`config.mk`:
```
export PLATFORM = sky130hd
export DESIGN_NAME = BlendStage
export DESIGN_NICKNAME = d
export VERILOG_FILES = /design/src/design/BlendPkg.sv /design/src/design/ColorMixer.sv /design/src/design/ColorBlender.sv /design/src/design/BlendStage.sv
export SDC_FILE = /design/constraint.sdc
export NUM_CORES = 2
export LEC_CHECK = 0
export ABC_CLOCK_PERIOD_IN_PS = 15500
export BUFFER_PORTS_ARGS = -buffer_cell sky130_fd_sc_hd__buf_2
export CAP_MARGIN = 10
export CORE_UTILIZATION = 60
export DETAILED_ROUTE_END_ITERATION = 8
export GPL_ROUTABILITY_DRIVEN = 1
export PLACE_DENSITY = 0.82
export SETUP_SLACK_MARGIN = 0.4
export SYNTH_ARGS = -nofsm -noshare
export SYNTH_HDL_FRONTEND = slang
export SYNTH_SLANG_ARGS = --single-unit
```
`constraint.sdc`:
```
create_clock -name aclk -period 15.5 [get_ports aclk]
set_clock_uncertainty 0.2 [all_clocks]
set_input_delay 0.775 -clock aclk [delete_from_list [all_inputs] [get_ports aclk]]
set_output_delay 0.775 -clock aclk [all_outputs]
set_load 0.01 [all_outputs]
```
`src/design/BlendPkg.sv`:
```
// ******************
// Shared types, widths and blend-factor codes for the alpha-blending stage
// ******************

`default_nettype none

package BlendPkg;

    // Bits per color channel. The 1.0 normalization in the mixer only holds for 8
    localparam int ChannelWidth = 8;
    localparam int NumChannels = 4;

    // A weight gains one bit so that 255 can be promoted to 256
    localparam int WeightWidth = ChannelWidth + 1;
    localparam int ProductWidth = WeightWidth + ChannelWidth;
    localparam int SumWidth = ProductWidth + 1;

    // Cycles from operand sampling to a registered mixer result
    localparam int MixerLatency = 2;

    localparam int FactorWidth = 4;

    typedef logic [ChannelWidth-1:0] channel_t;
    typedef logic [FactorWidth-1:0] factor_t;

    // Red sits in the most significant byte
    typedef struct packed {
        channel_t r;
        channel_t g;
        channel_t b;
        channel_t a;
    } rgba_t;

    typedef struct packed {
        factor_t srcFactor;
        factor_t dstFactor;
    } blendCfg_t;

    // Blend-factor codes. Codes 11 to 15 are unused and act as zero
    localparam factor_t FactorZero             = 4'd0;
    localparam factor_t FactorOne              = 4'd1;
    localparam factor_t FactorDstColor         = 4'd2;
    localparam factor_t FactorSrcColor         = 4'd3;
    localparam factor_t FactorOneMinusDstColor = 4'd4;
    localparam factor_t FactorOneMinusSrcColor = 4'd5;
    localparam factor_t FactorSrcAlpha         = 4'd6;
    localparam factor_t FactorOneMinusSrcAlpha = 4'd7;
    localparam factor_t FactorDstAlpha         = 4'd8;
    localparam factor_t FactorOneMinusDstAlpha = 4'd9;
    localparam factor_t FactorSrcAlphaSaturate = 4'd10;

    // All ones stands for 1.0
    localparam channel_t OnePointZero = '1;

    // Source passes straight through after reset
    localparam blendCfg_t CfgReset = '{
        srcFactor: FactorOne,
        dstFactor: FactorZero
    };

endpackage

`default_nettype wire

```
`src/design/ColorMixer.sv`:
```
// ******************
// Two-stage four-channel mixer computing A*B + C*D with 1.0 normalization
// ******************

`default_nettype none
`timescale 1ns/1ps

module ColorMixer
(
    input  logic            aclk,
    input  logic            rst,

    input  BlendPkg::rgba_t colorA,
    input  BlendPkg::rgba_t colorB,
    input  BlendPkg::rgba_t colorC,
    input  BlendPkg::rgba_t colorD,

    output BlendPkg::rgba_t mixedColor
);
    import BlendPkg::*;

    // Channel views of the operands, index 3 is red and index 0 is alpha
    channel_t [NumChannels-1:0] chA;
    channel_t [NumChannels-1:0] chB;
    channel_t [NumChannels-1:0] chC;
    channel_t [NumChannels-1:0] chD;
    channel_t [NumChannels-1:0] mixedCh;

    // Adding the weight's top bit maps 255 to 256, so a full weight
    // survives the final shift by 8 unchanged
    function automatic logic [WeightWidth-1:0] adjustWeight(input channel_t weight);
        return {1'b0, weight} + WeightWidth'(weight[ChannelWidth-1]);
    endfunction

    assign chA = colorA;
    assign chB = colorB;
    assign chC = colorC;
    assign chD = colorD;

    for (genvar i = 0; i < NumChannels; i++)
    begin : genChannel
        logic [ProductWidth-1:0] productSrc;
        logic [ProductWidth-1:0] productDst;
        logic [SumWidth-1:0]     sum;
        logic [SumWidth-ChannelWidth-1:0] scaled;
        channel_t                clamped;
        channel_t                mixed;

        // Stage two arithmetic, working on the registered products
        assign sum = {1'b0, productSrc} + {1'b0, productDst};
        assign scaled = sum[SumWidth-1:ChannelWidth];

        // Anything above the channel range saturates to 1.0
        assign clamped = (|scaled[SumWidth-ChannelWidth-1:ChannelWidth])
                         ? OnePointZero
                         : scaled[ChannelWidth-1:0];

        always_ff @(posedge aclk)
        begin
            if (rst)
            begin
                productSrc <= '0;
                productDst <= '0;
                mixed <= '0;
            end
            else
            begin
                productSrc <= ProductWidth'(adjustWeight(chA[i])) * ProductWidth'(chB[i]);
                productDst <= ProductWidth'(adjustWeight(chC[i])) * ProductWidth'(chD[i]);
                mixed <= clamped;
            end
        end

        assign mixedCh[i] = mixed;
    end

    assign mixedColor = mixedCh;

endmodule

`default_nettype wire

```
`src/design/ColorBlender.sv`:
```
// ******************
// Blend-factor selection for source and destination, feeding the color mixer
// ******************

`default_nettype none
`timescale 1ns/1ps

module ColorBlender
(
    input  logic                aclk,
    input  logic                rst,

    input  BlendPkg::blendCfg_t cfg,

    input  BlendPkg::rgba_t     sourceColor,
    input  BlendPkg::rgba_t     destColor,

    output BlendPkg::rgba_t     color
);
    import BlendPkg::*;

    // Per-channel weights handed to the mixer
    rgba_t srcWeight;
    rgba_t dstWeight;

    // Alpha terms shared between both factor decoders
    channel_t srcAlpha;
    channel_t dstAlpha;
    channel_t srcAlphaInv;
    channel_t dstAlphaInv;
    channel_t satAlpha;

    // Same value on every channel, used by the alpha and constant factors
    function automatic rgba_t splat(input channel_t value);
        rgba_t result;

        result.r = value;
        result.g = value;
        result.b = value;
        result.a = value;
        return result;
    endfunction

    // Channel-wise one minus the color
    function automatic rgba_t invert(input rgba_t value);
        rgba_t result;

        result.r = OnePointZero - value.r;
        result.g = OnePointZero - value.g;
        result.b = OnePointZero - value.b;
        result.a = OnePointZero - value.a;
        return result;
    endfunction

    assign srcAlpha = sourceColor.a;
    assign dstAlpha = destColor.a;
    assign srcAlphaInv = OnePointZero - srcAlpha;
    assign dstAlphaInv = OnePointZero - dstAlpha;

    // Smaller of source alpha and the free coverage left in the destination
    assign satAlpha = (srcAlpha < dstAlphaInv) ? srcAlpha : dstAlphaInv;

    // Source side. Source color factors make no sense here and fall to zero
    always_comb
    begin
        case (cfg.srcFactor)
            FactorZero:
                srcWeight = '0;
            FactorOne:
                srcWeight = splat(OnePointZero);
            FactorDstColor:
                srcWeight = destColor;
            FactorOneMinusDstColor:
                srcWeight = invert(destColor);
            FactorSrcAlpha:
                srcWeight = splat(srcAlpha);
            FactorOneMinusSrcAlpha:
                srcWeight = splat(srcAlphaInv);
            FactorDstAlpha:
                srcWeight = splat(dstAlpha);
            FactorOneMinusDstAlpha:
                srcWeight = splat(dstAlphaInv);
            FactorSrcAlphaSaturate:
            begin
                // Alpha itself is always weighted by a full 1.0
                srcWeight = splat(satAlpha);
                srcWeight.a = OnePointZero;
            end
            default:
                srcWeight = '0;
        endcase
    end

    // Destination side. Destination color factors and saturate are not
    // legal here and act as zero
    always_comb
    begin
        case (cfg.dstFactor)
            FactorZero:
                dstWeight = '0;
            FactorOne:
                dstWeight = splat(OnePointZero);
            FactorSrcColor:
                dstWeight = sourceColor;
            FactorOneMinusSrcColor:
                dstWeight = invert(sourceColor);
            FactorSrcAlpha:
                dstWeight = splat(srcAlpha);
            FactorOneMinusSrcAlpha:
                dstWeight = splat(srcAlphaInv);
            FactorDstAlpha:
                dstWeight = splat(dstAlpha);
            FactorOneMinusDstAlpha:
                dstWeight = splat(dstAlphaInv);
            default:
                dstWeight = '0;
        endcase
    end

    // The mixer registers its operands on the next edge, so selection
    // stays purely combinational and the blender latency equals the mixer's
    ColorMixer colorMixer_i
    (
        .aclk       (aclk),
        .rst        (rst),

        .colorA     (srcWeight),
        .colorB     (sourceColor),
        .colorC     (dstWeight),
        .colorD     (destColor),

        .mixedColor (color)
    );

endmodule

`default_nettype wire

```
`src/design/BlendStage.sv`:
```
// ******************
// Alpha-blending stage top level with config register and valid tracking
// ******************

`default_nettype none
`timescale 1ns/1ps

module BlendStage
(
    input  logic                aclk,
    input  logic                rst,

    // Blend configuration write
    input  logic                cfgWrite,
    input  BlendPkg::blendCfg_t cfg,

    // Incoming pixel with fragment and framebuffer colors
    input  logic                pixelValid,
    input  BlendPkg::rgba_t     srcColor,
    input  BlendPkg::rgba_t     dstColor,

    // Blended result, two cycles behind its pixel
    output logic                colorValid,
    output BlendPkg::rgba_t     color
);
    import BlendPkg::*;

    blendCfg_t cfgReg;

    // Bit 0 is the newest pixel, the top bit lines up with the mixer output
    logic [MixerLatency-1:0] validPipe;

    // A write lands on the edge that ends its cycle. A pixel in that same
    // cycle was already decoded with the old value
    always_ff @(posedge aclk)
    begin
        if (rst)
            cfgReg <= CfgReset;
        else if (cfgWrite)
            cfgReg <= cfg;
    end

    always_ff @(posedge aclk)
    begin
        if (rst)
            validPipe <= '0;
        else
            validPipe <= {validPipe[MixerLatency-2:0], pixelValid};
    end

    assign colorValid = validPipe[MixerLatency-1];

    // Color runs free through the pipeline, only colorValid qualifies it
    ColorBlender colorBlender_i
    (
        .aclk        (aclk),
        .rst         (rst),

        .cfg         (cfgReg),

        .sourceColor (srcColor),
        .destColor   (dstColor),

        .color       (color)
    );

endmodule

`default_nettype wire

```
==> Word level (Yosys, flattened, before mapping) <==
Index checks and enable logic that the tools add are counted.
{ "classes": {"n_addsub": 20, "multipliers": 8, "magnitude_cmp": 1, "eq_ne": 15, "n_mux": 7, "reduce_logical": 4} }
{ "op_table": {"columns": ["cell", "count"], "rows": [
  ["$pmux 32 s8", 1],
  ["$pmux 32 s7", 1],
  ["$mul 9x8->17", 8],
  ["$add 17x17->18", 4],
  ["$add 8x1->9", 8],
  ["$sub 8x8->8 const A", 8],
  ["$mux 8", 5],
  ["$eq 4x3->1 const B", 6],
  ["$eq 4x4->1 const B", 5],
  ["$eq 4x1->1 const B", 2],
  ["$eq 4x2->1 const B", 2],
  ["$lt 8x8->1", 1],
  ["$reduce_or 2->1", 4]
]} }
{ "totals": {"reg_bits": 178, "inputBits": 76, "output_inout_bits": 33, "word_cells": 70} }

==> Depth between registers and ports, before layout <==
{ "depth": {"depth_word": 6, "ltp_mapped": 33, "mapped_depth_nobuf": 28} }

==> Modules after synthesis <==
Synthesis repeated with hierarchy kept, for this count alone.
{ "unflattened": {"cells_unflattened": 3359, "area_unflattened_um2": 29121.7} }
{ "modules_own_cells": {"columns": ["module", "instances", "cells_per_inst", "area_each_um2", "seq_area_each_um2"], "rows": [
  ["ColorMixer", 1, 2979, 26476.6, 3363.2],
  ["ColorBlender", 1, 350, 2302.2, 0.0],
  ["BlendStage", 1, 30, 342.8, 200.2]
]} }

==> Least setup slack after synthesis <==
OpenSTA, ideal clock, no wires.
{ "synth_timing": {"path_kind": "input port to flip-flop", "from": "in srcColor[2] (netlist bit)", "to": "reg colorBlender_i.colorMixer_i.genChannel[2].productSrc[16]", "setup_time_ns": 0.121, "t_arrival_ns": 7.412, "required_ns": 15.179, "slack_ns": 7.768, "stages": 27, "n_path_buf": 3, "cell_sequence": "ha_1 o21ai_0 a221o_1 buf_4 and3_1 o21ai_0 and3_1 clkbuf_1 clkbuf_1 inv_1 ha_1 ha_1 and3_1 a211oi_2 nor3_1 fa_1 fa_1 fa_1 inv_1 fa_1 inv_1 ha_1 o41ai_1 o21ai_0 o41ai_1 o21ai_0 mux2_2"} }
{ "synth_via": {"elab_chain_cells": 5, "elab_cells_between_ends": 6, "cone_classes": "add/sub (2); mul (1); order compare (1); mux (2)"} }
{ "synth_rtl": {"columns": ["element", "line", "rtl"], "rows": [
  ["start: declaration", "BlendStage.sv:19", "input BlendPkg::rgba_t srcColor,"],
  ["$lt 8x8->1", "ColorBlender.sv:61", "assign satAlpha = (srcAlpha < dstAlphaInv) ? srcAlpha : dstAlphaInv;"],
  ["$mux 8", "ColorBlender.sv:61", null],
  ["$pmux 32 s8 *", "ColorBlender.sv:66", "case (cfg.srcFactor)"],
  ["$add 8x1->9 *", "ColorMixer.sv:32", "return {1'b0, weight} + WeightWidth'(weight[ChannelWidth-1]);"],
  ["$mul 9x8->17 *", "ColorMixer.sv:68", "productSrc <= ProductWidth'(adjustWeight(chA[i])) * ProductWidth'(chB[i]);"],
  ["end signal: assignment", "ColorMixer.sv:68", null],
  ["end: declaration", "ColorMixer.sv:42", "logic [ProductWidth-1:0] productSrc;"]
]} }
Mark *: on every way between the ends. The rest lies on a longest branch, timed or not.
A chain may end at the register's enable or synchronous reset.

==> Worst setup path after layout <==
{ "layout_timing": {"from": "in dstColor[2] (netlist bit)", "to": "reg colorBlender_i.colorMixer_i.genChannel[2].productSrc[16]"} }
{ "layout_via": {"elab_chain_cells": 6} }
{ "layout_rtl": {"columns": ["element", "line", "rtl"], "rows": [
  ["start: declaration", "BlendStage.sv:20", "input BlendPkg::rgba_t dstColor,"],
  ["$sub 8x8->8", "ColorBlender.sv:58", "assign dstAlphaInv = OnePointZero - dstAlpha;"],
  ["$lt 8x8->1", "ColorBlender.sv:61", null],
  ["$mux 8", "ColorBlender.sv:61", null],
  ["$pmux 32 s8 *", "ColorBlender.sv:66", null],
  ["$add 8x1->9 *", "ColorMixer.sv:32", null],
  ["$mul 9x8->17 *", "ColorMixer.sv:68", null]
]} }
Marked as above.

==> metrics.csv <==
metric;value;unit
status;complete, no violations;
dr.pass1.iters;6;
ctsHoldBuffers;0;
rsz0062_at_grt;false;
fillers;4009;
synth_cells;3352;
fmax;0.116;GHz
cts_setup_buffers;0;
critPathArrivalTime;8770;ps
max_slew.worst_pin.slew;939;ps
routed_via_density;5.70;
grt_pass1_wl;112000;microns
portBuffers;108;
end_kind;flop;
setup_viol;0;
drive_above_1_share;8.13;%
worstPathRequired;15670;ps
slew_violations;0;
reg2reg_slack;7140;ps
period_share;55.5;%
layout_common_cells;483 x inv_1, 383 x ha_1, 336 x fa_1;
dieArea;49100;sq um
crit_path_frequent_cell;inv_1;
leakage;14.9;nW
area_growth;4.55;%
cts_max_level;4;
ios;109;
ir_worst_vdd;0.154;mV
maxSlewHeadroom;37.3;%
grt_usage;28.1;%
multiInputGateArea;22900;sq um
via_count;22700;
nets;4142;
finalHoldViolations;0;
row_count;80;
path_max_fanout;24;
antenna_left;0;
synth-seq-cells;178;
synth-async-reset-ratio;0;%
final_common_cell;inv_1;
post-route-min-period;8600;ps
grt_max_degree;60;
cp_slowest_cell;and3_1;
totalWireLength;65900;microns
grt_pass1_vias;23000;
synth-edff-count;0;
netlist_area;28900;sq um
cts.sinks;178;
dp_slack;6620;ps
start_util;60.7;%
layout_setup_ws;6900;ps
cap_violations;0;
die_h;221;microns
drc_errors;0;
cts_resized;0;
yosysSeqAreaShare;12.3;%
cts_tree;done;
hp-class;flop to flop;
startpoint_type;primary input;
wl_per_cell;16.6;microns
drt_iter0_drc;1566;
fp.dieW;221;microns
post-dp-hpwl;52300;microns
crit_family;adder cells;
crit_type;primary input to flop;
ys_warn_count;0;
overflow;0;
synth_cell_types;102;
fp.coreArea;47600;sq um
grt_antenna_before_repair;11;
clockBufferDepth;2;
clkSlewWorstSetupHoldPaths;70;ps
synthesis.nets;4147;
cts_buffers;17;
cp_slowest_stage_delay;670;ps
root_buffer;clkbuf_16;
p_per_area;180;nW/um^2
routabilityCongestion;0.928;
clk_latency;490;ps
crit_buf_inv;6;
syn_area_per_cell;8.62;sq um
tns;0;ps
synthFlopType;dfxtp_1;
seq_area;3560;sq um
==> area by class of cell <==
class                   instances  share of cell area [%]
multi-input cells            2551                    75.7
flip-flops and latches        178                    11.8
inverters                     483                    6.00
well taps                     615                    2.55
repair buffers                116                    2.01
clock buffers                  17                    1.41
clock inverters                15                   0.526
diodes                          8                  0.0662
==> kinds of logic (layout without fill, tap and decap cells) <==
logic type | count (synthesis) | in the layout | synth area share, %
compound gates | 476 | 476 | 11.8
xor+xnor | 140 | 140 | 4.57
fa+ha+maj | 719 | 719 | 39.9
buf+inv | 623 | 631 | 8.57
flops | 178 | 178 | 12.3
mux | 18 | 18 | 0.671
other cells | 0 | 8 | 0
simple gates | 1198 | 1198 | 22.2
==> cell usage after synthesis, types with 30 or more instances <==
master / number / area, sq um
nand2_1: 307 / 1150
xnor2_1: 68 / 596
nor2b_1: 52 / 325
nor2_1: 218 / 818
a21oi_1: 121 / 606
clkbuf_1: 89 / 334
fa_1: 336 / 6730
xor2_1: 61 / 534
a21o_1: 30 / 225
and2_1: 317 / 1980
nand3_1: 34 / 170
and3_1: 36 / 225
dfxtp_1: 178 / 3560
ha_1: 383 / 4790
nor3_1: 74 / 370
inv_1: 483 / 1810
o21ai_0: 84 / 420
==> path summary, 6_finish.rpt <==
| check | endpoint | cells past startpoint | start |
|---|---|---|---|
| worst max-delay path | flop | 26 | dstColor[2] |
| worst min-delay path | validPipe[1]$_SDFF_PP0_ | 1 | validPipe[0]$_SDFF_PP0_ |
| worst max register to register | flop | 24 | cfgReg[6]$_SDFFE_PP0P_ |
| worst min register to register | validPipe[1]$_SDFF_PP0_ | 1 | validPipe[0]$_SDFF_PP0_ |
==> report_power, final <==
part | leakage [nW] | switching, W | internal, W
sequential | 1.47 | 0.0000542 | 0.000625
clock | 0.286 | 0.000210 | 0.000228
combinational | 13.1 | 0.00245 | 0.00187
total | 14.9 | 0.00271 | 0.00273
==> worst register-to-register path, cell delays in order, from the launching register on <==
cell and delay, ps:
dfxtp_1 940, or2_1 440, a21oi_1 110, o21ai_0 270
o21a_1 290, and3_1 610, inv_1 100, ha_1 230
inv_1 60, a41oi_1 50, and3_1 520, or3_1 490
fa_1 480, fa_1 540, inv_1 50, fa_1 480
inv_1 50, fa_1 470, inv_1 40, ha_1 230
o41ai_1 490, o21ai_0 210, o41ai_1 430, o21ai_0 170
mux2_2 290
==> stage by stage <==
step,hold slack (ps),std cells,utilization (%),cell area [sq um],total power [W]
2_1_floorplan,214,3352,-,28900,0.00408
3_3_place_gp,218,3943,62.2,29600,0.00487
3_5_place_dp,229,3943,62.2,29600,0.00498
4_1_cts,250,3975,63.4,30200,0.00548
5_1_grt,256,3980,63.4,30200,0.00615
6_report,241,3983,63.4,30200,0.00544
==> layer usage <==
metal | part of all wire [%] | global-route usage [%] | wire [microns] | vias to the layer above
li1 | - | - | - | 10900
met1 | 43 | 35.5 | 28200 | 11100
met2 | 49 | 48.1 | 32300 | 596
met3 | 5.4 | 4.95 | 3580 | 121
met4 | 2.8 | 9.97 | 1820 | 10
met5 | 0.089 | 0 | 59 | -
==> registers in the layout, summed over array words and instances, names as in the netlist <==
name,count
cfgReg,8
colorBlender_i.colorMixer_i.genChannel.mixed,32
colorBlender_i.colorMixer_i.genChannel.productDst,68
colorBlender_i.colorMixer_i.genChannel.productSrc,68
validPipe,2
(Power assumes the default switching activity.)
